File: config.mk
export PLATFORM = sky130hd
export DESIGN_NAME = dcache_bus_engine
export DESIGN_NICKNAME = d
export VERILOG_FILES = /design/src/source/dcache_pkg.sv /design/src/source/dcache_bus_engine.sv
export SDC_FILE = /design/constraint.sdc
export NUM_CORES = 1
export LEC_CHECK = 0
export BUFFER_PORTS_ARGS = -buffer_cell sky130_fd_sc_hd__clkbuf_2
export CORE_ASPECT_RATIO = 1.5
export CORE_MARGIN = 4
export CORE_UTILIZATION = 41
export CTS_CLUSTER_DIAMETER = 30
export DETAILED_ROUTE_END_ITERATION = 7
export GPL_TIMING_DRIVEN = 0
export PLACE_DENSITY = 0.9
export SKIP_LAST_GASP = 1
export SLEW_MARGIN = 20
export SYNTH_ARGS = -nofsm -noshare
export SYNTH_HDL_FRONTEND = slang
export SYNTH_SLANG_ARGS = --single-unit
File: constraint.sdc
create_clock -name clk -period 3.4 [get_ports clk]
set_input_delay 0.34 -clock clk [delete_from_list [all_inputs] [get_ports clk]]
set_output_delay 0.34 -clock clk [all_outputs]
set_load 0.05 [all_outputs]
File: src/source/dcache_pkg.sv
/*
 * Data cache geometry constants, field types for addresses and data,
 * and the miss-handling state encoding
 */
`default_nettype none

package dcache_pkg;

    localparam int NUM_WAYS   = 2;
    localparam int NUM_SETS   = 64;
    localparam int LINE_WORDS = 8;
    localparam int INDEX_W    = 6;
    localparam int OFFSET_W   = 3;
    // Remaining upper address bits after index, word offset and byte offset
    localparam int TAG_W      = 32 - INDEX_W - OFFSET_W - 2;

    typedef logic [31:0]          addr_t;
    typedef logic [31:0]          word_t;
    typedef logic [3:0]           byte_en_t;
    typedef logic [TAG_W-1:0]     tag_t;
    typedef logic [INDEX_W-1:0]   index_t;
    typedef logic [OFFSET_W-1:0]  offset_t;
    typedef logic                 way_t;

    typedef enum logic [1:0] {
        IDLE,
        WRITE_BACK,
        FILL,
        REPLAY
    } cache_state_e;

endpackage

`default_nettype wire

File: src/source/dcache_bus_engine.sv
/*
 * Bus burst engine for 8-beat line fill and dirty line write-back
 * Beat counting, address generation and write data prefetch
 */
`timescale 1ns/10ps
`default_nettype none

module dcache_bus_engine (
    input  wire                      clk,
    input  wire                      srst_n,
    input  wire                      wb_start_i,
    input  wire                      fill_start_i,
    input  wire dcache_pkg::index_t  burst_index_i,
    input  wire dcache_pkg::tag_t    burst_tag_i,
    input  wire dcache_pkg::word_t   mem_rdata_i,
    output dcache_pkg::offset_t      beat_offset_o,
    output logic                     fill_we_o,
    output dcache_pkg::word_t        fill_data_o,
    output logic                     burst_done_o,
    output logic                     bus_req_o,
    output logic                     bus_we_o,
    input  wire                      bus_accept_i,
    output dcache_pkg::addr_t        bus_addr_o,
    output dcache_pkg::word_t        bus_wdata_o,
    input  wire dcache_pkg::word_t   bus_rdata_i
);

    logic                active_q, wb_q, prime_q;
    dcache_pkg::offset_t cnt_q;
    dcache_pkg::tag_t    tag_q;
    dcache_pkg::index_t  index_q;
    dcache_pkg::word_t   wdata_q;
    logic                beat, last;

    assign bus_req_o   = active_q && !prime_q;
    assign bus_we_o    = active_q && wb_q;
    assign bus_addr_o  = {tag_q, index_q, cnt_q, 2'b00};
    assign bus_wdata_o = wdata_q;

    assign beat        = bus_req_o && bus_accept_i;
    assign last        = (cnt_q == dcache_pkg::offset_t'(dcache_pkg::LINE_WORDS - 1));
    assign fill_we_o   = beat && !wb_q;
    assign fill_data_o = bus_rdata_i;

    // Write-back reads run one word ahead of the beat held on the bus
    always_comb begin
        if (active_q && wb_q) begin
            if (prime_q) begin
                beat_offset_o = dcache_pkg::offset_t'(1);
            end else begin
                beat_offset_o = cnt_q + (beat ? dcache_pkg::offset_t'(2) : dcache_pkg::offset_t'(1));
            end
        end else begin
            beat_offset_o = cnt_q;
        end
    end

    always_ff @(posedge clk) begin
        if (!srst_n) begin
            active_q     <= 1'b0;
            wb_q         <= 1'b0;
            prime_q      <= 1'b0;
            cnt_q        <= '0;
            burst_done_o <= 1'b0;
        end else begin
            burst_done_o <= beat && last;
            if (wb_start_i || fill_start_i) begin
                active_q <= 1'b1;
                wb_q     <= wb_start_i;
                prime_q  <= wb_start_i;
                cnt_q    <= '0;
            end else if (prime_q) begin
                prime_q <= 1'b0;
            end else if (beat) begin
                cnt_q <= cnt_q + dcache_pkg::offset_t'(1);
                if (last) begin
                    active_q <= 1'b0;
                end
            end
        end
    end

    always_ff @(posedge clk) begin
        if (wb_start_i || fill_start_i) begin
            tag_q   <= burst_tag_i;
            index_q <= burst_index_i;
        end
        if (prime_q || (beat && wb_q)) begin
            wdata_q <= mem_rdata_i;
        end
    end

endmodule

`default_nettype wire

Word level (Yosys, flattened, before mapping)
Cells that the tools add are included.
{ "word_totals": {"output_inout_bits": 103, "register_bits": 66, "in_bits": 96, "word_cells": 37} }
{ "classes": {"n_addsub": 2, "n_reduce_logical": 16, "muxes": 7, "bitwise": 2, "n_eq_ne": 2} }
{ "op_table": {"columns": ["operator", "n"], "rows": [
  ["$logic_and A1 B1 Y1", 6],
  ["$mux W3", 2],
  ["$mux W1", 4],
  ["$reduce_and A2 Y1", 2],
  ["$reduce_bool A2 Y1", 2],
  ["$add A3 B1 Y3 const B", 1],
  ["$add A3 B2 Y3", 1],
  ["$eq A3 B3 Y1 const B", 1],
  ["$reduce_and A3 Y1", 1],
  ["$logic_not A1 Y1", 2],
  ["$logic_or A1 B1 Y1", 2],
  ["$mux W2", 1],
  ["$ne A2 B1 Y1 const B", 1],
  ["$not A1 Y1", 2],
  ["$reduce_or A2 Y1", 1]
]} }

Logic depth before layout (Yosys ltp)
{ "logic_depth": {"depth_word": 7, "mapped_depth": 7} }

Worst setup path after synthesis
Ideal clock, no wire load.
{ "synth_timing": {"path_kind": "register to output", "from": "register cnt_q[0]", "to": "output beat_offset_o[1]", "slack_ps": 807, "path_stages_with_launch": 6, "arrival_ps": 2253, "required_ps": 3060, "cell_sequence": "dfxtp_1 -> ha_1 -> inv_1 -> fa_1 -> or3_1 -> o21ai_0"} }
{ "synth_between": {"elab_chain_len": 3} }
{ "synth_lines": {"columns": ["item", "line", "rtl"], "rows": [
  ["start: declaration", "dcache_bus_engine.sv:29", "dcache_pkg::offset_t cnt_q;"],
  ["start signal: assignment", "dcache_bus_engine.sv:75", "cnt_q <= cnt_q + dcache_pkg::offset_t'(1);"],
  ["$add A3 B2 Y3", "dcache_bus_engine.sv:51", "beat_offset_o = cnt_q + (beat ? dcache_pkg::offset_t'(2) : dcache_pkg::offset_t'(1));"],
  ["$mux W3", "dcache_bus_engine.sv:48", "if (prime_q) begin"],
  ["$mux W3", "dcache_bus_engine.sv:47", "if (active_q && wb_q) begin"],
  ["end: declaration", "dcache_bus_engine.sv:16", "output dcache_pkg::offset_t beat_offset_o,"]
]} }
Every way passes these cells.

Worst setup path after layout
{ "layout_timing": {"from": "register prime_q", "to": "output beat_offset_o[1]"} }
{ "layout_between": {"elab_chain_len": 7} }
{ "layout_lines": {"columns": ["item", "line", "rtl"], "rows": [
  ["start: declaration", "dcache_bus_engine.sv:28", "logic active_q, wb_q, prime_q;"],
  ["start signal: assignment", "dcache_bus_engine.sv:70", "prime_q <= wb_start_i;"],
  ["$logic_not A1 Y1", "dcache_bus_engine.sv:35", "assign bus_req_o = active_q && !prime_q;"],
  ["$logic_and A1 B1 Y1", "dcache_bus_engine.sv:35", null],
  ["$logic_and A1 B1 Y1", "dcache_bus_engine.sv:40", "assign beat = bus_req_o && bus_accept_i;"],
  ["$mux W2", "dcache_bus_engine.sv:51", null],
  ["$add A3 B2 Y3", "dcache_bus_engine.sv:51", null],
  ["$mux W3 (*)", "dcache_bus_engine.sv:48", null],
  ["$mux W3 (*)", "dcache_bus_engine.sv:47", null]
]} }
Every way passes the cells marked *; elsewhere a longest branch is shown, timed or not.

==> key figures <==
Placement
  • RD Place Congestion: between 0.6 and 0.7
  • Worst slack, placed: 818.3 ps
  • Dpl cells: approximately 380
  • Port bufs: 164

Power and ir drop
  • Sw Ratio: 30.44%
  • Sw Pwr: 0.6374 mW
  • Pint: 1.457 mW
  • Clock power frac: 33.6%
  • Total Power: 2.094 mW
  • Power per cell area: 589.8 nW/um^2
  • Logic pwr share: roughly 20%
  • Leakage: 1.715 nW
  • Reg power frac: 46.0%
  • Max VDD drop: 0.0002664 V

Floorplan
  • CORE AREA: 5786 um^2
  • Initial Utilization: between 40% and 50%
  • Boundary Pins: between 150 and 200
  • Die area: 7217 um^2
  • Site Rows: 34
  • Chip width: 70.71 um
  • Die Ht: ~100 um

Setup path
  • CP required: 3060 ps
  • R2R Setup Slk: 1840 ps
  • Crit path launch type: flip-flop
  • R2R Path End: bus_wdata_o[25]
  • Worst r2r src: active_q
  • Arr. time, crit path: approximately 2600 ps
  • Worst setup EP type: output pin
  • R2R depth: 3
  • WS Path Type: reg -> out
  • Worst-path maximum fanout: 8

Final layout
  • Net count of the finished layout: between 400 and 500
  • Cell Count, Final, Fillers Out: roughly 390
  • Area Overhead vs Synth: 46.82%
  • Antenna diode count: 0
  • Fillers: 468
  • Share of cells above drive strength 1: 67.50%

GRT
  • Global route total overflow: 0
  • Pin count of the biggest net entering global routing: 33
  • Antenna violations before repair: 0
  • Vias in the first global route: 1710
  • GRT Overall Usage: 15.61%
  • First-pass GRT wire length: 8224 um

Min path
  • Hold Path End: bus_wdata_o[16]
  • Cell count of the worst hold path: 1
  • Min-delay src: mem_rdata_i[16]
  • Min-Delay Path Class: in -> reg

Yosys
  • Synth top area cells: edfxtp_1 73%, buf_4 11%, dfxtp_1 5.8%
  • Cell count after synthesis: 139
  • EDFF count, synth: 59
  • Synth Register Bits: 66
  • Synth unique cells: 22
  • Asr flop ratio synth: 0%
  • Synth Warn #: 0
  • Area leader, netlist: edfxtp_1
  • Mean Syn Cell Area: about 17 um^2
  • Sequential area share after synthesis: 79.05%
  • Prevailing post-synth register cell: edfxtp_1
  • Synth Cell Area: around 2400 um^2
  • Synth top area share: 73.25%

Clocking
  • Hold Buf Count CTS: 0
  • CTS tree: yes
  • Root Driver: clkbuf_8
  • Clock Sinks: 66
  • Worst-skew pair later-pin latency: ~330 ps
  • Cts bufs inserted: 9
  • Number of setup buffers added after CTS: 0
  • Clock transition at the registers of the reported paths: ~70 ps
  • CTS max path bufs: 2
  • H-Tree Depth: 3
  • Post-cts resize count: 0

Routing
  • Initial DRC count: between 70 and 80
  • Avg WL per Cell: 14.89 um
  • Routed Wire Length: 5838 um
  • Final ANT Viol Nets: 0
  • Number of detailed-route iterations in the first pass: 4
  • DRC: 0
  • Via count: 1722
  • Vias per cell: 4.393

Timing
  • Worst hold margin: 176.7 ps
  • # setup viols final: 0
  • Setup TNS Final: 0 ps
  • Hold Vio Cnt, Final: 0
  • Fmax: between 300 and 400 MHz
  • Fin crit share: 85.29%
  • RSZ-0062 raised after global routing: no
  • Clock period minus worst slack: 2900 ps
  • Clock Skews: 7.329 ps
  • Final setup margin: 500.2 ps
  • Final Max Tran Viols: 0
  • Worst-Margin Slew: 969.7 ps
  • Slew HR: a little over a third

Flow run
  • Max-Cap Viols: 0

Outcome
  • Status: completed
==> layout by cell type, fill, tap and decap left out <==
cell type	n
conb_1	2
buf_4	34
dfxtp_1	7
a21o_2	1
nand2_1	4
or3_1	1
bufinv_16	2
o21ai_0	3
xor2_1	1
inv_1	3
a21oi_1	1
inv_6	1
and2_1	1
clkinvlp_4	2
or4_1	1
nand2_2	1
ha_1	3
o21a_1	1
clkbuf_2	164
mux2i_1	2
fa_1	1
nor2_1	7
clkinv_2	1
nor2b_1	4
nand3b_2	1
edfxtp_1	59
clkbuf_8	9
clkinv_1	2
nand3b_1	1
==> metal layers <==
layer | global-route usage [%] | routed length, um | vias to the layer above | part of all wire [%]
met5 | 0 | 0 | - | 0
li1 | - | - | 812 | -
met2 | 28.09 | 3188 | 122 | 55
met4 | 6.946 | 106 | 0 | 1.8
met3 | 6.496 | 629 | 9 | 11
met1 | 15.64 | 1913 | 779 | 33
==> per-stage QoR <==
stage / area, um^2 / utilization [%]
finish: 3551 / 61.38
global route: 3551 / 61.38
CTS: 3550 / 61.35
detailed placement: 3333 / 57.61
global placement: 3333 / 57.61
floorplan: 2422 / -
==> worst max-delay path by stage <==
stage / start / endpoint / slack (ps) / cells past startpoint
2_1_floorplan: cnt_q[0] / beat_offset_o[1] / 810 / 5
3_3_place_gp: prime_q / beat_offset_o[1] / 890 / 7
3_5_place_dp: prime_q / beat_offset_o[1] / 820 / 7
4_1_cts: prime_q / beat_offset_o[1] / 450 / 7
5_1_grt: prime_q / beat_offset_o[1] / 330 / 7
6_report: prime_q / beat_offset_o[1] / 500 / 7
==> cells by family (layout without fill, tap and decap cells) <==
kind of cell | count (synthesis) | count (layout) | share of synthesized area (%)
XOR/XNOR | 1 | 1 | 0.3622
AO/OA/AOI/OAI | 6 | 6 | 1.448
AND/OR/NAND/NOR | 21 | 21 | 4.605
buffers and inverters | 38 | 218 | 11.17
flip-flops | 66 | 66 | 79.05
adder cells (fa/ha/maj) | 4 | 4 | 2.380
multiplexers | 2 | 2 | 0.8278
other | 1 | 2 | 0.1551
==> critical path, stage by stage (launching register included) <==
cell and delay, ps:
dfxtp_1 370, nand3b_2 360, ha_1 250, inv_1 60
fa_1 390, or3_1 360, o21ai_0 90, clkbuf_2 330
==> synthesized netlist by cell type, types with 2 or more instances <==
| cell type | n |
|---|---|
| buf_4 | 34 |
| dfxtp_1 | 7 |
| edfxtp_1 | 59 |
| ha_1 | 3 |
| inv_1 | 4 |
| mux2i_1 | 2 |
| nand2_1 | 4 |
| nor2_1 | 7 |
| nor2b_1 | 4 |
| o21ai_0 | 3 |
==> registers in the layout, summed over array words and instances, names as in the netlist <==
| register | count |
|---|---|
| prime_q | 1 |
| index_q | 6 |
| burst_done_o | 1 |
| cnt_q | 3 |
| tag_q | 21 |
| bus_wdata_o | 32 |
| wb_q | 1 |
| active_q | 1 |
==> final cells by class <==
class | count | area [um^2] | share of cell area, %
buffer | 34 | 255.2 | 7.188
clock buffer | 9 | 123.9 | 3.488
clock inverter | 7 | 92.59 | 2.607
inverter | 4 | 15.01 | 0.4228
multi-input combinational | 36 | 241.5 | 6.801
sequential | 66 | 1912 | 53.84
tap | 72 | 90.09 | 2.537
timing repair buffer | 164 | 820.8 | 23.11
==> power by group through the flow <==
stage / Clock [mW] / Sequential [mW] / Combinational, mW
after global routing: 0.759 / 0.967 / 0.445
final: 0.704 / 0.962 / 0.428
after detailed placement: 0 / 0.982 / 0.431
after floorplan: 0 / 1.16 / 0.140
after global placement: 0 / 0.977 / 0.425
after CTS: 0.723 / 0.964 / 0.432
Power figures use the tool's default switching activity.
