--- src/source/dcache_pkg.sv ---
/*
 * Data cache geometry constants, field types for addresses and data,
 * and the miss-handling state encoding
 */
`default_nettype none

package dcache_pkg;

    localparam int NUM_WAYS   = 2;
    localparam int NUM_SETS   = 64;
    localparam int LINE_WORDS = 8;
    localparam int INDEX_W    = 6;
    localparam int OFFSET_W   = 3;
    // Remaining upper address bits after index, word offset and byte offset
    localparam int TAG_W      = 32 - INDEX_W - OFFSET_W - 2;

    typedef logic [31:0]          addr_t;
    typedef logic [31:0]          word_t;
    typedef logic [3:0]           byte_en_t;
    typedef logic [TAG_W-1:0]     tag_t;
    typedef logic [INDEX_W-1:0]   index_t;
    typedef logic [OFFSET_W-1:0]  offset_t;
    typedef logic                 way_t;

    typedef enum logic [1:0] {
        IDLE,
        WRITE_BACK,
        FILL,
        REPLAY
    } cache_state_e;

endpackage

`default_nettype wire

--- src/source/dcache_ctrl.sv ---
/*
 * Cache controller with miss FSM, accepted request latch
 * and data store port steering between core access and bursts
 */
`timescale 1ns/10ps
`default_nettype none

module dcache_ctrl (
    input  wire                       clk,
    input  wire                       srst_n,
    input  wire                       rd_req_i,
    input  wire dcache_pkg::byte_en_t wr_be_i,
    input  wire dcache_pkg::addr_t    addr_i,
    input  wire dcache_pkg::word_t    wdata_i,
    output logic                      req_accept_o,
    output logic                      busy_o,
    output logic                      rdata_valid_o,
    output logic                      wr_done_o,
    output dcache_pkg::word_t         rdata_o,
    output dcache_pkg::index_t        look_index_o,
    output dcache_pkg::tag_t          look_tag_o,
    input  wire                       hit_i,
    input  wire dcache_pkg::way_t     hit_way_i,
    input  wire dcache_pkg::way_t     victim_way_i,
    input  wire                       victim_dirty_i,
    input  wire dcache_pkg::tag_t     victim_tag_i,
    output logic                      touch_o,
    output logic                      set_dirty_o,
    output logic                      install_o,
    output dcache_pkg::way_t          upd_way_o,
    output logic                      mem_en_o,
    output dcache_pkg::byte_en_t      mem_be_o,
    output dcache_pkg::way_t          mem_way_o,
    output dcache_pkg::index_t        mem_index_o,
    output dcache_pkg::offset_t       mem_offset_o,
    output dcache_pkg::word_t         mem_wdata_o,
    input  wire dcache_pkg::word_t    mem_rdata_i,
    output logic                      wb_start_o,
    output logic                      fill_start_o,
    output dcache_pkg::index_t        burst_index_o,
    output dcache_pkg::tag_t          burst_tag_o,
    input  wire                       burst_done_i,
    input  wire dcache_pkg::offset_t  beat_offset_i,
    input  wire                       fill_we_i,
    input  wire dcache_pkg::word_t    fill_data_i
);

    dcache_pkg::cache_state_e state_q, state_d;
    dcache_pkg::addr_t        addr_q, cur_addr;
    dcache_pkg::byte_en_t     be_q;
    dcache_pkg::word_t        wdata_q;
    dcache_pkg::way_t         way_q;
    logic                     idle, hit_acc, miss_acc, replay;

    assign idle     = (state_q == dcache_pkg::IDLE);
    assign replay   = (state_q == dcache_pkg::REPLAY);
    assign cur_addr = idle ? addr_i : addr_q;

    assign look_index_o = cur_addr[2 + dcache_pkg::OFFSET_W +: dcache_pkg::INDEX_W];
    assign look_tag_o   = cur_addr[31 -: dcache_pkg::TAG_W];

    assign req_accept_o = idle && (rd_req_i || (|wr_be_i));
    assign busy_o       = !idle;
    assign hit_acc      = req_accept_o && hit_i;
    assign miss_acc     = req_accept_o && !hit_i;
    assign rdata_o      = mem_rdata_i;

    // LRU and dirty bookkeeping for hits and the replayed access
    assign touch_o     = hit_acc || replay;
    assign set_dirty_o = (hit_acc && (|wr_be_i)) || (replay && (|be_q));
    assign install_o   = (state_q == dcache_pkg::FILL) && burst_done_i;
    assign upd_way_o   = idle ? hit_way_i : way_q;

    assign wb_start_o    = miss_acc && victim_dirty_i;
    assign fill_start_o  = (miss_acc && !victim_dirty_i)
                         || ((state_q == dcache_pkg::WRITE_BACK) && burst_done_i);
    assign burst_index_o = look_index_o;
    assign burst_tag_o   = wb_start_o ? victim_tag_i : look_tag_o;

    always_comb begin
        mem_en_o     = 1'b0;
        mem_be_o     = '0;
        mem_way_o    = way_q;
        mem_index_o  = look_index_o;
        mem_offset_o = cur_addr[2 +: dcache_pkg::OFFSET_W];
        mem_wdata_o  = idle ? wdata_i : wdata_q;
        case (state_q)
            dcache_pkg::IDLE: begin
                mem_en_o = req_accept_o;
                if (hit_i) begin
                    mem_way_o = hit_way_i;
                    mem_be_o  = wr_be_i;
                end else begin
                    // Fetch the first victim word ahead of a possible write-back
                    mem_way_o    = victim_way_i;
                    mem_offset_o = beat_offset_i;
                end
            end
            dcache_pkg::WRITE_BACK: begin
                mem_en_o     = 1'b1;
                mem_offset_o = beat_offset_i;
            end
            dcache_pkg::FILL: begin
                mem_en_o     = fill_we_i;
                mem_be_o     = {4{fill_we_i}};
                mem_offset_o = beat_offset_i;
                mem_wdata_o  = fill_data_i;
            end
            default: begin
                mem_en_o = 1'b1;
                mem_be_o = be_q;
            end
        endcase
    end

    always_comb begin
        state_d = state_q;
        case (state_q)
            dcache_pkg::IDLE: begin
                if (miss_acc) begin
                    state_d = victim_dirty_i ? dcache_pkg::WRITE_BACK : dcache_pkg::FILL;
                end
            end
            dcache_pkg::WRITE_BACK: if (burst_done_i) state_d = dcache_pkg::FILL;
            dcache_pkg::FILL:       if (burst_done_i) state_d = dcache_pkg::REPLAY;
            default:                state_d = dcache_pkg::IDLE;
        endcase
    end

    always_ff @(posedge clk) begin
        if (!srst_n) begin
            state_q       <= dcache_pkg::IDLE;
            rdata_valid_o <= 1'b0;
            wr_done_o     <= 1'b0;
        end else begin
            state_q       <= state_d;
            rdata_valid_o <= (hit_acc && !(|wr_be_i)) || (replay && !(|be_q));
            wr_done_o     <= (hit_acc && (|wr_be_i)) || (replay && (|be_q));
        end
    end

    always_ff @(posedge clk) begin
        if (req_accept_o) begin
            addr_q  <= addr_i;
            be_q    <= wr_be_i;
            wdata_q <= wdata_i;
        end
        if (miss_acc) begin
            way_q <= victim_way_i;
        end
    end

endmodule

`default_nettype wire

--- config.mk ---
export PLATFORM = sky130hd
export DESIGN_NAME = dcache_ctrl
export DESIGN_NICKNAME = d
export VERILOG_FILES = /design/src/source/dcache_pkg.sv /design/src/source/dcache_ctrl.sv
export SDC_FILE = /design/constraint.sdc
export NUM_CORES = 1
export LEC_CHECK = 0
export BUFFER_PORTS_ARGS = -buffer_cell sky130_fd_sc_hd__buf_2
export CORE_ASPECT_RATIO = 0.5
export CORE_UTILIZATION = 35
export CTS_CLUSTER_SIZE = 28
export DETAILED_ROUTE_END_ITERATION = 6
export PLACE_DENSITY = 0.81
export SLEW_MARGIN = 10
export SYNTH_ARGS = -nofsm -noshare
export SYNTH_HDL_FRONTEND = slang
export SYNTH_SLANG_ARGS = --single-unit
export TNS_END_PERCENT = 100
--- constraint.sdc ---
create_clock -name clk -period 4.1 [get_ports clk]
set_input_delay 0.615 -clock clk [delete_from_list [all_inputs] [get_ports clk]]
set_output_delay 0.615 -clock clk [all_outputs]
set_load 0.01 [all_outputs]
Word-level counts from Yosys, hierarchy flattened
Cells that the tools add are included.
{ "word_totals": {"reg_bits": 73, "inputBits": 165} }
{ "op_classes": {"eq_ne": 6, "muxes": 17, "reduce_logical": 26} }
{ "op_table": {"columns": ["operator", "count"], "rows": [
  ["2-to-1 mux 32 bit", 3],
  ["2-to-1 mux 21 bit", 1],
  ["one-hot mux 4 bit (3 select lines)", 1],
  ["logical AND 1 bit", 11],
  ["2-to-1 mux 2 bit", 4],
  ["OR reduction 4 bit", 2],
  ["one-hot mux 2 bit (3 select lines)", 1],
  ["one-hot mux 3 bit (2 select lines)", 1],
  ["zero test 1 bit", 5],
  ["logical OR 1 bit", 5],
  ["equality test 2 bit, second input constant", 2],
  ["2-to-1 mux 4 bit", 1],
  ["!= test 2 bit, second input constant", 2],
  ["2-to-1 mux 1 bit", 3],
  ["2-to-1 mux 3 bit", 1],
  ["AND reduction 3 bit", 1],
  ["equality test 2 x 1 -> 1 bit, second input constant", 1],
  ["zero test 2 bit", 1],
  ["!= test 2 x 1 -> 1 bit, second input constant", 1],
  ["one-hot mux 1 bit (2 select lines)", 1],
  ["OR reduction 2 bit", 1]
]} }

Depth between registers and ports, before layout
Gate-level depths: netlist of run 1.
{ "depth": {"word_depth": 6, "mapped_depth": 8, "mapped_depth_nobuf": 5} }

Least setup slack after synthesis of run 1
Ideal clock, no wire load.
{ "synth_timing": {"path_type": "reg2out", "startpoint": "register state_q[0]", "endpoint": "output req_accept_o", "arrival_time_ps": 3715, "required_time_ps": 3485, "slack_ps": -230, "stages_incl_launch_ff": 6, "cell_sequence": "dfxtp_1 inv_1 ha_1 buf_4 inv_1 nor2_1"} }
{ "synth_via": {"elab_chain_cells": 2} }
{ "synth_lines": {"columns": ["item", "line", "text"], "rows": [
  ["start, declared", "dcache_ctrl.sv:48", "dcache_pkg::cache_state_e state_q, state_d;"],
  ["start signal, assigned", "dcache_ctrl.sv:132", "state_q <= dcache_pkg::IDLE;"],
  ["start signal, assigned", "dcache_ctrl.sv:136", "state_q <= state_d;"],
  ["zero test 2 bit", "dcache_ctrl.sv:55", "assign idle = (state_q == dcache_pkg::IDLE);"],
  ["logical AND 1 bit", "dcache_ctrl.sv:62", "assign req_accept_o = idle && (rd_req_i || (|wr_be_i));"],
  ["end, declared", "dcache_ctrl.sv:15", "output logic req_accept_o,"]
]} }
No other way between the ends.

Final worst setup path of run 1
{ "layout_timing": {"startpoint": "input wr_be_i[0]", "endpoint": "output burst_tag_o[0]"} }
{ "layout_via": {"elab_chain_cells": 6} }
{ "layout_lines": {"columns": ["item", "line", "text"], "rows": [
  ["start, declared", "dcache_ctrl.sv:12", "input wire dcache_pkg::byte_en_t wr_be_i,"],
  ["OR reduction 4 bit", "dcache_ctrl.sv:62", null],
  ["logical OR 1 bit", "dcache_ctrl.sv:62", null],
  ["logical AND 1 bit", "dcache_ctrl.sv:62", null],
  ["logical AND 1 bit", "dcache_ctrl.sv:65", "assign miss_acc = req_accept_o && !hit_i;"],
  ["logical AND 1 bit", "dcache_ctrl.sv:74", "assign wb_start_o = miss_acc && victim_dirty_i;"],
  ["2-to-1 mux 21 bit", "dcache_ctrl.sv:78", "assign burst_tag_o = wb_start_o ? victim_tag_i : look_tag_o;"],
  ["end, declared", "dcache_ctrl.sv:41", "output dcache_pkg::tag_t burst_tag_o,"]
]} }
No other way between the ends.

==> results of run 1 <==
## where the power goes
group | internal, mW | total (mW) | switching, mW
Combinational | 1.04 | 2.32 | 1.28
Clock | 0.403 | 0.680 | 0.277
Sequential | 1.19 | 1.28 | 0.0904
Total | 2.63 | 4.28 | 1.65
## cell families after synthesis
logic type | count (synthesis) | synth area share
compound gates | 60 | 0.0857
mux | 84 | 0.231
buf+inv | 70 | 0.113
simple gates | 57 | 0.0634
flops | 71 | 0.496
fa+ha+maj | 4 | 0.0119
## worst paths after layout
kind                            startpoint             end  slack [ns]
worst max-delay path            wr_be_i[0]  burst_tag_o[0]        1.07
worst min-delay path            addr_i[10]      addr_q[10]        0.48
worst max register to register  state_q[0]      wdata_q[5]        1.93
worst min register to register  state_q[0]      state_q[0]        0.53
## state kept, by name, summed over array words and instances (netlist names)
signal and flops:
addr_q 30, be_q 4, rdata_valid_o 1, state_q 2, way_q 1, wdata_q 32
wr_done_o 1
## layout make-up
type,instances,share of cell area
multi-input combinational,205,0.305
clock inverter,4,0.00433
tap,159,0.0362
sequential,71,0.381
timing repair buffer,245,0.225
clock buffer,11,0.0424
inverter,8,0.00547
## synth_stat cells (5+ instances only)
| library cell | number |
|---|---|
| mux2_2 | 30 |
| buf_2 | 6 |
| inv_1 | 8 |
| o21ai_0 | 39 |
| nor2_1 | 5 |
| buf_4 | 46 |
| clkbuf_1 | 8 |
| mux2_4 | 19 |
| nand2_1 | 39 |
| mux2i_1 | 35 |
| edfxtp_1 | 67 |
| a21oi_1 | 7 |
## per-layer routing
layer  wire length, um  vias to the layer above  track usage
met4               235                        0       0.0680
met2              5350                       71        0.295
met3               398                       32       0.0375
li1                  -                     1601            -
met5                 0                        -            0
met1              4600                     1517        0.201
==> flow_summary.json, run 1 <==
{
  "run_status": "completed",
  "min_delay_path_depth": 1,
  "fin_tns_setup_ns": 0,
  "yosys.area.top_type": "edfxtp_1",
  "drt_first_iter_violations": 155,
  "nets": 709,
  "synth.yosys.seq_area_share": 0.496,
  "layout.filler_cells": 1046,
  "fin_worst_hold_slack_ns": 0.477,
  "synth.cell_area_um2": 4220,
  "worst-path-stages": 5,
  "syn-num-nets": 515,
  "post-place-cells": 688,
  "ys_async_sr_fraction": 0,
  "ant_nets": 0,
  "avgRoutedWirePerCell_um": 15.1,
  "timing.critical_path.required_ns": 3.48,
  "finalCritPeriodShare": 0.740,
  "worst_slew_pin_slew_ns": 0.874,
  "postSynthCellCount": 346,
  "worstRegToRegCells": 5,
  "synthDistinctLibCells": 31,
  "min_period_ns": 3.03,
  "numCtsBuffers": 9,
  "path_common_cell": "buf_2",
  "critPathMaxFanout": 22,
  "vias": 3221,
  "clock_path_buffers": 2,
  "path_class": "in -> out",
  "path_buf_inv": 2,
  "worst_clock_skew_on_the_final_layout_ns": 0.00443,
  "final_cell_utilization_of_the_core": 0.484,
  "final_count_of_pins_violating_max_slew": 0,
  "detail_route.vias_per_cell": 4.58,
  "detail_route.wirelength_mm": 10.6,
  "gpl.final_weighted_congestion": 0.785,
  "diodes": 0,
  "most_frequent_cells_in_the_layout": "buf_2 (241), edfxtp_1 (67), nand2_1 (39), o21ai_0 (39), mux2i_1 (35)",
  "most_area_consuming_cells_after_synthesis": "edfxtp_1 (48%), mux2i_1 (8.3%), buf_4 (8.2%)",
  "yosys_warnings": 0,
  "max_cap_violations": 0,
  "drive_above_1_share": 0.577,
  "numPortBuffers": 241,
  "total_power_mw": 4.28,
  "post_cts_buffers": 0,
  "floorplan.initialDensity": 0.372,
  "design.core.area_um2": 11400,
  "number_of_flops_mapped_to_enable_cells_by_yosys": 67,
  "worst_path_max_delay_cell": "a211o_2",
  "source_to_sink_clock_delay_at_the_later_pin_of_the_worst_skew_pair_ns": 0.32,
  "place_ws_ns": 1.06,
  "drc_violation_count_after_routing": 0,
  "hold_buffers": 0,
  "placedInstanceArea_um2": 5230,
  "hold_class": "in -> reg",
  "grt_pass1_vias": 3129,
  "fp.dieH_um": 79.6,
  "irDropWorstVdd_mv": 0.349,
  "total_grt_usage": 0.168,
  "max_slew_margin": 0.417,
  "dominantRegCellSynth": "edfxtp_1",
  "htree_num_levels": 3,
  "fp-row-count": 27,
  "die_area_um2": 12500,
  "critical-path-max-stage-delay_ns": 0.67,
  "report.final.hold_viol_count": 0,
  "grt_antenna_before_repair": 0,
  "seqCellArea_um2": 2090,
  "synth_top_area_frac": 0.477,
  "synth-seq-cells": 71,
  "tritoncts": "done",
  "grt_setup_unrepaired": "false",
  "cp.arrival_ns": 2.42,
  "timing.final.setup_violations": 0,
  "cell_family_with_the_largest_share_of_critical_path_delay": "compound AO/OA/AOI/OAI gates",
  "achievable_freq_ghz": 0.330,
  "gr-total-overflow": 0,
  "pin_count": 308,
  "power_density_nw_per_um2": 780,
  "post-route-worst-setup-slack_ns": 1.07,
  "critical_path.cell_chain": "buf_2, nor4_2, a211o_2, mux2_2, buf_2",
  "leading_cell_type_in_the_layout_fill_and_taps_excluded": "buf_2",
  "syn_to_final_growth_pct": 30.1,
  "postCtsResizedCells": 0,
  "clk_pin_slew_ns": 0.06,
  "grt_start_max_net_pins": 68,
  "leakage_nw": 2.64,
  "hpwl_mm": 8.09,
  "detailedRoute.firstPassIterationCount": 4,
  "finish.cell_count_without_fillers": 703,
  "grt_pass1_wl_mm": 16.0,
  "multi_input_logic_area_um2": 1680,
  "postSynthAreaPerCell_um2": 12.2,
  "critPathLaunchType": "input port",
  "fp.dieW_um": 157,
  "clock_tree.root_cell": "clkbuf_16",
  "numClockSinks": 71,
  "crit_path_capture_type": "primary output",
  "post-route-cell-area_um2": 5490
}
No activity file was read; power rests on OpenSTA's default activity.
==> run 2, diff against run 1 <==
Settings changed: ABC_AREA from default to 1, PLACE_DENSITY 0.81 to 0.78.
Clock period 4.1 ns to 2.96 ns, I/O delays scaled along.
==> run 2 against run 1 <==
Die area down 2.9%. Area after synthesis down 2.9%. Count of clock-buffer cells in the layout unchanged. Flip-flop and latch count unchanged. Power up 43%. Worst hold slack worse by 0.17 ns. Critical path depth up 6. Synthesized cell count up 44%. Combinational power up 40%. Sequential power up 35%. Setup slack worse by 0.72 ns. Final area down 0.80%. Largest cell class unchanged. Highest routed layer unchanged.
==> flow_summary.json, run 2 <==
{
  "numClockSinks": 71,
  "registers.top_by_ff_count": "wdata_q",
  "final_cell_utilization_of_the_core": 0.487,
  "synth_compound_area_frac": 0.111,
  "synth_most_common_cell": "nand2_1",
  "ant_nets": 0,
  "largest_reg_flops": 32,
  "grt_setup_unrepaired": "false",
  "hold_class": "in -> reg",
  "grt_start_max_net_pins": 67,
  "timing.critical_path.required_ns": 2.52,
  "leakage_nw": 2.77,
  "netlist_top_cells_count": "nand2_1 (193), a21oi_1 (72), edfxtp_1 (67), buf_4 (46), nor2_1 (43)",
  "worst_setup_slack_for_register_to_register_paths_ns": 0.76,
  "syn-num-nets": 667,
  "number_of_flops_mapped_to_enable_cells_by_yosys": 67,
  "fin_worst_hold_slack_ns": 0.310,
  "htree_num_levels": 3,
  "worst_clock_skew_on_the_final_layout_ns": 0.00341,
  "met2RoutedLength_mm": 6.28,
  "critical_register_to_register_path_startpoint": "state_q[1]",
  "synth.yosys.seq_area_share": 0.511,
  "synth_xor_xnor_area_share": 0,
  "cp.arrival_ns": 2.17,
  "floorplan.initialDensity": 0.366,
  "yosys.area.top_type": "edfxtp_1",
  "max_cap_violations": 0,
  "met3WireLength_um": 491,
  "source_to_sink_clock_delay_at_the_later_pin_of_the_worst_skew_pair_ns": 0.32,
  "clock_path_buffers": 2,
  "clk_pin_slew_ns": 0.06,
  "synth_top_family_by_area": "simple AND/OR/NAND/NOR gates",
  "top_layer": "met4",
  "worstRegToRegCells": 6,
  "numCtsBuffers": 9,
  "detail_route.wirelength_mm": 11.8,
  "postSynthCellCount": 498,
  "total_grt_usage": 0.189,
  "postSynthAreaPerCell_um2": 8.23,
  "pin_count": 308,
  "fp.dieH_um": 78.5,
  "nets": 856,
  "gr-total-overflow": 0,
  "drc_violation_count_after_routing": 0,
  "hpwl_mm": 8.81,
  "numPortBuffers": 241,
  "post-place-cells": 835,
  "synthAdderAreaFrac": 0.0122,
  "timing.rr.end": "addr_q[6]",
  "critPathMaxFanout": 22,
  "final_count_of_pins_violating_max_slew": 0,
  "postCtsResizedCells": 0,
  "diodes": 0,
  "gpl.final_weighted_congestion": 0.917,
  "finalCritPeriodShare": 0.882,
  "routedLengthMet1_mm": 4.86,
  "leading_cell_type_in_the_layout_fill_and_taps_excluded": "buf_2",
  "die_area_um2": 12200,
  "achievable_freq_ghz": 0.383,
  "yosys-mux-area-fraction": 0,
  "post-route-cell-area_um2": 5450,
  "irDropWorstVdd_mv": 0.386,
  "synth_top_area_frac": 0.491,
  "ys_async_sr_fraction": 0,
  "power_density_nw_per_um2": 1130,
  "layout.filler_cells": 1094,
  "synthDistinctLibCells": 25,
  "detailedRoute.firstPassIterationCount": 4,
  "max_slew_margin": 0.543,
  "clock_tree.root_cell": "clkbuf_16",
  "fp.dieW_um": 155,
  "dominantRegCellSynth": "edfxtp_1",
  "drive_above_1_share": 0.393,
  "grt_pass1_vias": 3639,
  "syn_to_final_growth_pct": 32.9,
  "synth-seq-cells": 71,
  "timing.final.setup_violations": 0,
  "most_frequent_cells_in_the_layout": "buf_2 (241), nand2_1 (193), a21oi_1 (72)",
  "report.final.hold_viol_count": 0,
  "synth.cell_area_um2": 4100,
  "critPathLaunchType": "flip-flop",
  "worstHoldEndpoint": "wdata_q[21]",
  "simple_gate_share_of_the_synthesized_area": 0.233,
  "worst_hold_startpoint": "wdata_i[21]",
  "path_class": "reg -> out",
  "yosys_warnings": 0,
  "grt_pass1_wl_mm": 18.0,
  "most_area_consuming_cells_after_synthesis": "edfxtp_1 (49%), nand2_1 (18%), a21oi_1 (8.8%)",
  "min_delay_path_depth": 1,
  "tritoncts": "done",
  "grt_antenna_before_repair": 0,
  "crit_path_capture_type": "primary output",
  "post_cts_buffers": 0,
  "largestRegisters": "wdata_q: 32 flops, addr_q: 30 flops, be_q: 4 flops",
  "hold_buffers": 0,
  "finish.cell_count_without_fillers": 851,
  "design.core.area_um2": 11200,
  "detail_route.vias_per_cell": 4.61,
  "fin_tns_setup_ns": 0,
  "vias": 3926,
  "worst_slew_pin_slew_ns": 0.686,
  "min_period_ns": 2.61,
  "fp-row-count": 27,
  "avgRoutedWirePerCell_um": 13.8,
  "run_status": "completed",
  "placedInstanceArea_um2": 5110,
  "drt_first_iter_violations": 217
}
run 2: cell count changes in the layout (fill, tap and decap cells not counted), moves of 19 or more:
cell     change
a21oi_1     +65
mux2_2      -30
mux2_4      -19
mux2i_1     -35
nand2_1    +154
nor2_1      +39
o21ai_0     -34
run 2: critical path, stage by stage (launching register included):
cell     delay, ns
dfxtp_1       0.33
inv_1         0.13
ha_2          0.22
inv_2         0.05
nor2_4        0.09
nand2_2       0.08
inv_2         0.08
nand2_4       0.17
inv_2         0.34
nand2_1       0.13
nand2_1       0.09
buf_2         0.12
run 2: layer usage:
metal / vias up / track usage
met1: 1813 / 0.219
met4: 0 / 0.0604
met5: - / 0
li1: 1967 / -
met2: 130 / 0.351
met3: 16 / 0.0409
run 2: area by class of cell:
class | count | area (um2) | area share
sequential | 71 | 2090 | 0.384
multi-input combinational | 337 | 1460 | 0.269
timing repair buffer | 248 | 1280 | 0.236
clock buffer | 11 | 253 | 0.0464
tap | 159 | 199 | 0.0365
clock inverter | 5 | 80.1 | 0.0147
inverter | 20 | 75.1 | 0.0138
run 2: worst max-delay path by stage:
stage          slack (ns)              end  startpoint
2_1_floorplan        0.12     req_accept_o  state_q[1]
3_3_place_gp         0.72  burst_tag_o[13]  state_q[1]
3_5_place_dp         0.67  mem_offset_o[2]  state_q[0]
4_1_cts              0.32  mem_offset_o[2]  state_q[0]
5_1_grt              0.12   burst_tag_o[6]  state_q[0]
6_report             0.35  burst_tag_o[12]  state_q[1]
run 2: per-stage QoR:
stage / power [mW] / setup WS (ns)
finish: 6.14 / 0.349
CTS: 6.20 / 0.317
floorplan: 3.86 / 0.118
global placement: 4.94 / 0.721
global route: 6.61 / 0.122
detailed placement: 5.00 / 0.671
run 2: cells by family after synthesis:
family	count (synthesis)
AOI/OAI and AO/OA	86
and+or+nand+nor	247
adders and majority gates	4
DFF	71
buffers and inverters	90
run 2: power breakdown:
| part | internal, mW | switching (mW) |
|---|---|---|
| sequential | 1.61 | 0.116 |
| clock | 0.782 | 0.398 |
| combinational | 1.18 | 2.06 |
| total | 3.57 | 2.57 |
==> run 3, diff against run 2 <==
Settings changed: ABC_AREA 1 to 0.
==> run 3 against run 2 <==
Setup slack improved by 0.016 ns. Flip-flop and latch count is the same. Clock skew grew 0.00087 ns. Worst hold slack lost 0.011 ns. Final area up 3.3%. Core utilization up 0.87 points. Register-to-register slack better by 0.16 ns. Critical path type unchanged. Largest power group unchanged.
==> flow_summary.json, run 3 (synthesis results as in run 1) <==
{
  "ant_nets": 0,
  "clock_path_buffers": 2,
  "largestRegisters": "wdata_q: 32 flops, addr_q: 30 flops, be_q: 4 flops",
  "leakage_nw": 2.71,
  "most_frequent_cells_in_the_layout": "buf_2 (241), edfxtp_1 (67), nand2_1 (39), o21ai_0 (39), mux2i_1 (35)",
  "run_status": "completed",
  "gpl.final_weighted_congestion": 0.795,
  "finalCritPeriodShare": 0.877,
  "critPathLaunchType": "flip-flop",
  "fp-row-count": 27,
  "numClockSinks": 71,
  "vias": 3311,
  "post_cts_buffers": 0,
  "grt_setup_unrepaired": "false",
  "numPortBuffers": 241,
  "avgRoutedWirePerCell_um": 15.4,
  "nets": 710,
  "min_period_ns": 2.59,
  "grt_start_max_net_pins": 67,
  "timing.critical_path.required_ns": 2.52,
  "numCtsBuffers": 9,
  "fin_tns_setup_ns": 0,
  "registers.top_by_ff_count": "wdata_q",
  "cp.arrival_ns": 2.15,
  "report.final.hold_viol_count": 0,
  "detail_route.vias_per_cell": 4.70,
  "fp.dieW_um": 157,
  "largest_reg_flops": 32,
  "timing.final.setup_violations": 0,
  "grt_pass1_wl_mm": 16.5,
  "critPathMaxFanout": 27,
  "clk_pin_slew_ns": 0.06,
  "detailedRoute.firstPassIterationCount": 4,
  "crit_path_capture_type": "primary output",
  "syn_to_final_growth_pct": 33.3,
  "achievable_freq_ghz": 0.385,
  "gr-total-overflow": 0,
  "grt_antenna_before_repair": 0,
  "grt_pass1_vias": 3279,
  "diodes": 0,
  "final_cell_utilization_of_the_core": 0.496,
  "detail_route.wirelength_mm": 10.8,
  "htree_num_levels": 3,
  "total_grt_usage": 0.174,
  "irDropWorstVdd_mv": 0.460,
  "design.core.area_um2": 11400,
  "worst_clock_skew_on_the_final_layout_ns": 0.00428,
  "final_count_of_pins_violating_max_slew": 0,
  "max_slew_margin": 0.436,
  "drive_above_1_share": 0.581,
  "fp.dieH_um": 79.6,
  "path_class": "reg -> out",
  "layout.filler_cells": 1005,
  "hold_class": "in -> reg",
  "tritoncts": "done",
  "post-place-cells": 689,
  "drc_violation_count_after_routing": 0,
  "clock_tree.root_cell": "clkbuf_16",
  "die_area_um2": 12500,
  "pin_count": 308,
  "drt_first_iter_violations": 149,
  "floorplan.initialDensity": 0.372,
  "worst_slew_pin_slew_ns": 0.846,
  "max_cap_violations": 0,
  "hpwl_mm": 8.29,
  "leading_cell_type_in_the_layout_fill_and_taps_excluded": "buf_2",
  "postCtsResizedCells": 0,
  "power_density_nw_per_um2": 1130,
  "source_to_sink_clock_delay_at_the_later_pin_of_the_worst_skew_pair_ns": 0.33,
  "fin_worst_hold_slack_ns": 0.299,
  "hold_buffers": 0,
  "finish.cell_count_without_fillers": 705
}
[run 3: cell count changes in the layout (fill, tap and decap cells not counted), moves of 4 or more]
cell     before  now
nand2_1     193   39
a21oi_1      72    7
nor2_1       43    4
mux2i_1       0   35
o21ai_0       5   39
mux2_2        0   30
mux2_4        0   19
inv_1        16    8
nand3_1       7    0
a22o_1        0    4
inv_2         4    0
nor2b_1       0    4
[run 3: routing by layer]
layer | up-vias | track usage | routed length, um
met5 | - | 0 | 0
met4 | 0 | 0.0816 | 204
met3 | 30 | 0.0451 | 561
met2 | 98 | 0.294 | 5600
met1 | 1582 | 0.210 | 4460
li1 | 1601 | - | -
[run 3: where the power goes]
group / internal, mW / total (mW) / switching, mW / leakage (nW)
sequential: 1.65 / 1.78 / 0.128 / 0.707
combinational: 1.47 / 3.25 / 1.79 / 1.82
clock: 0.907 / 1.31 / 0.401 / 0.174
total: 4.03 / 6.34 / 2.31 / 2.71
[run 3: critical path, cell delays in order, from the launching register on]
cell,delay [ns]
dfxtp_1,0.35
inv_1,0.14
ha_4,0.21
buf_4,0.39
nand2_1,0.20
o22ai_1,0.33
buf_2,0.20
[run 3: area by class of cell]
cell class	count	area (um2)	share of cell area
flip-flops and latches	71	2090	0.372
multi-input cells	205	1680	0.298
repair buffers	246	1270	0.225
clock buffers	10	229	0.0407
inverters	8	30.0	0.00534
clock inverters	6	133	0.0236
well taps	159	199	0.0354
[run 3: worst paths after layout]
kind / to / from / slack [ns] / depth (start not counted)
hold / removal: addr_q[8] / addr_i[8] / 0.30 / 1
setup / recovery: set_dirty_o / state_q[0] / 0.37 / 6
hold reg to reg: state_q[0] / state_q[0] / 0.54 / 2
setup reg to reg: addr_q[14] / state_q[0] / 0.92 / 5
[run 3: stage by stage]
stage          worst slack [ns]  cell area, um2  total power, mW
2_1_floorplan             0.626            4230             4.01
3_3_place_gp              0.622            5270             5.01
3_5_place_dp              0.584            5270             5.08
4_1_cts                   0.364            5630             6.42
5_1_grt                   0.228            5630             6.75
6_report                  0.365            5630             6.34
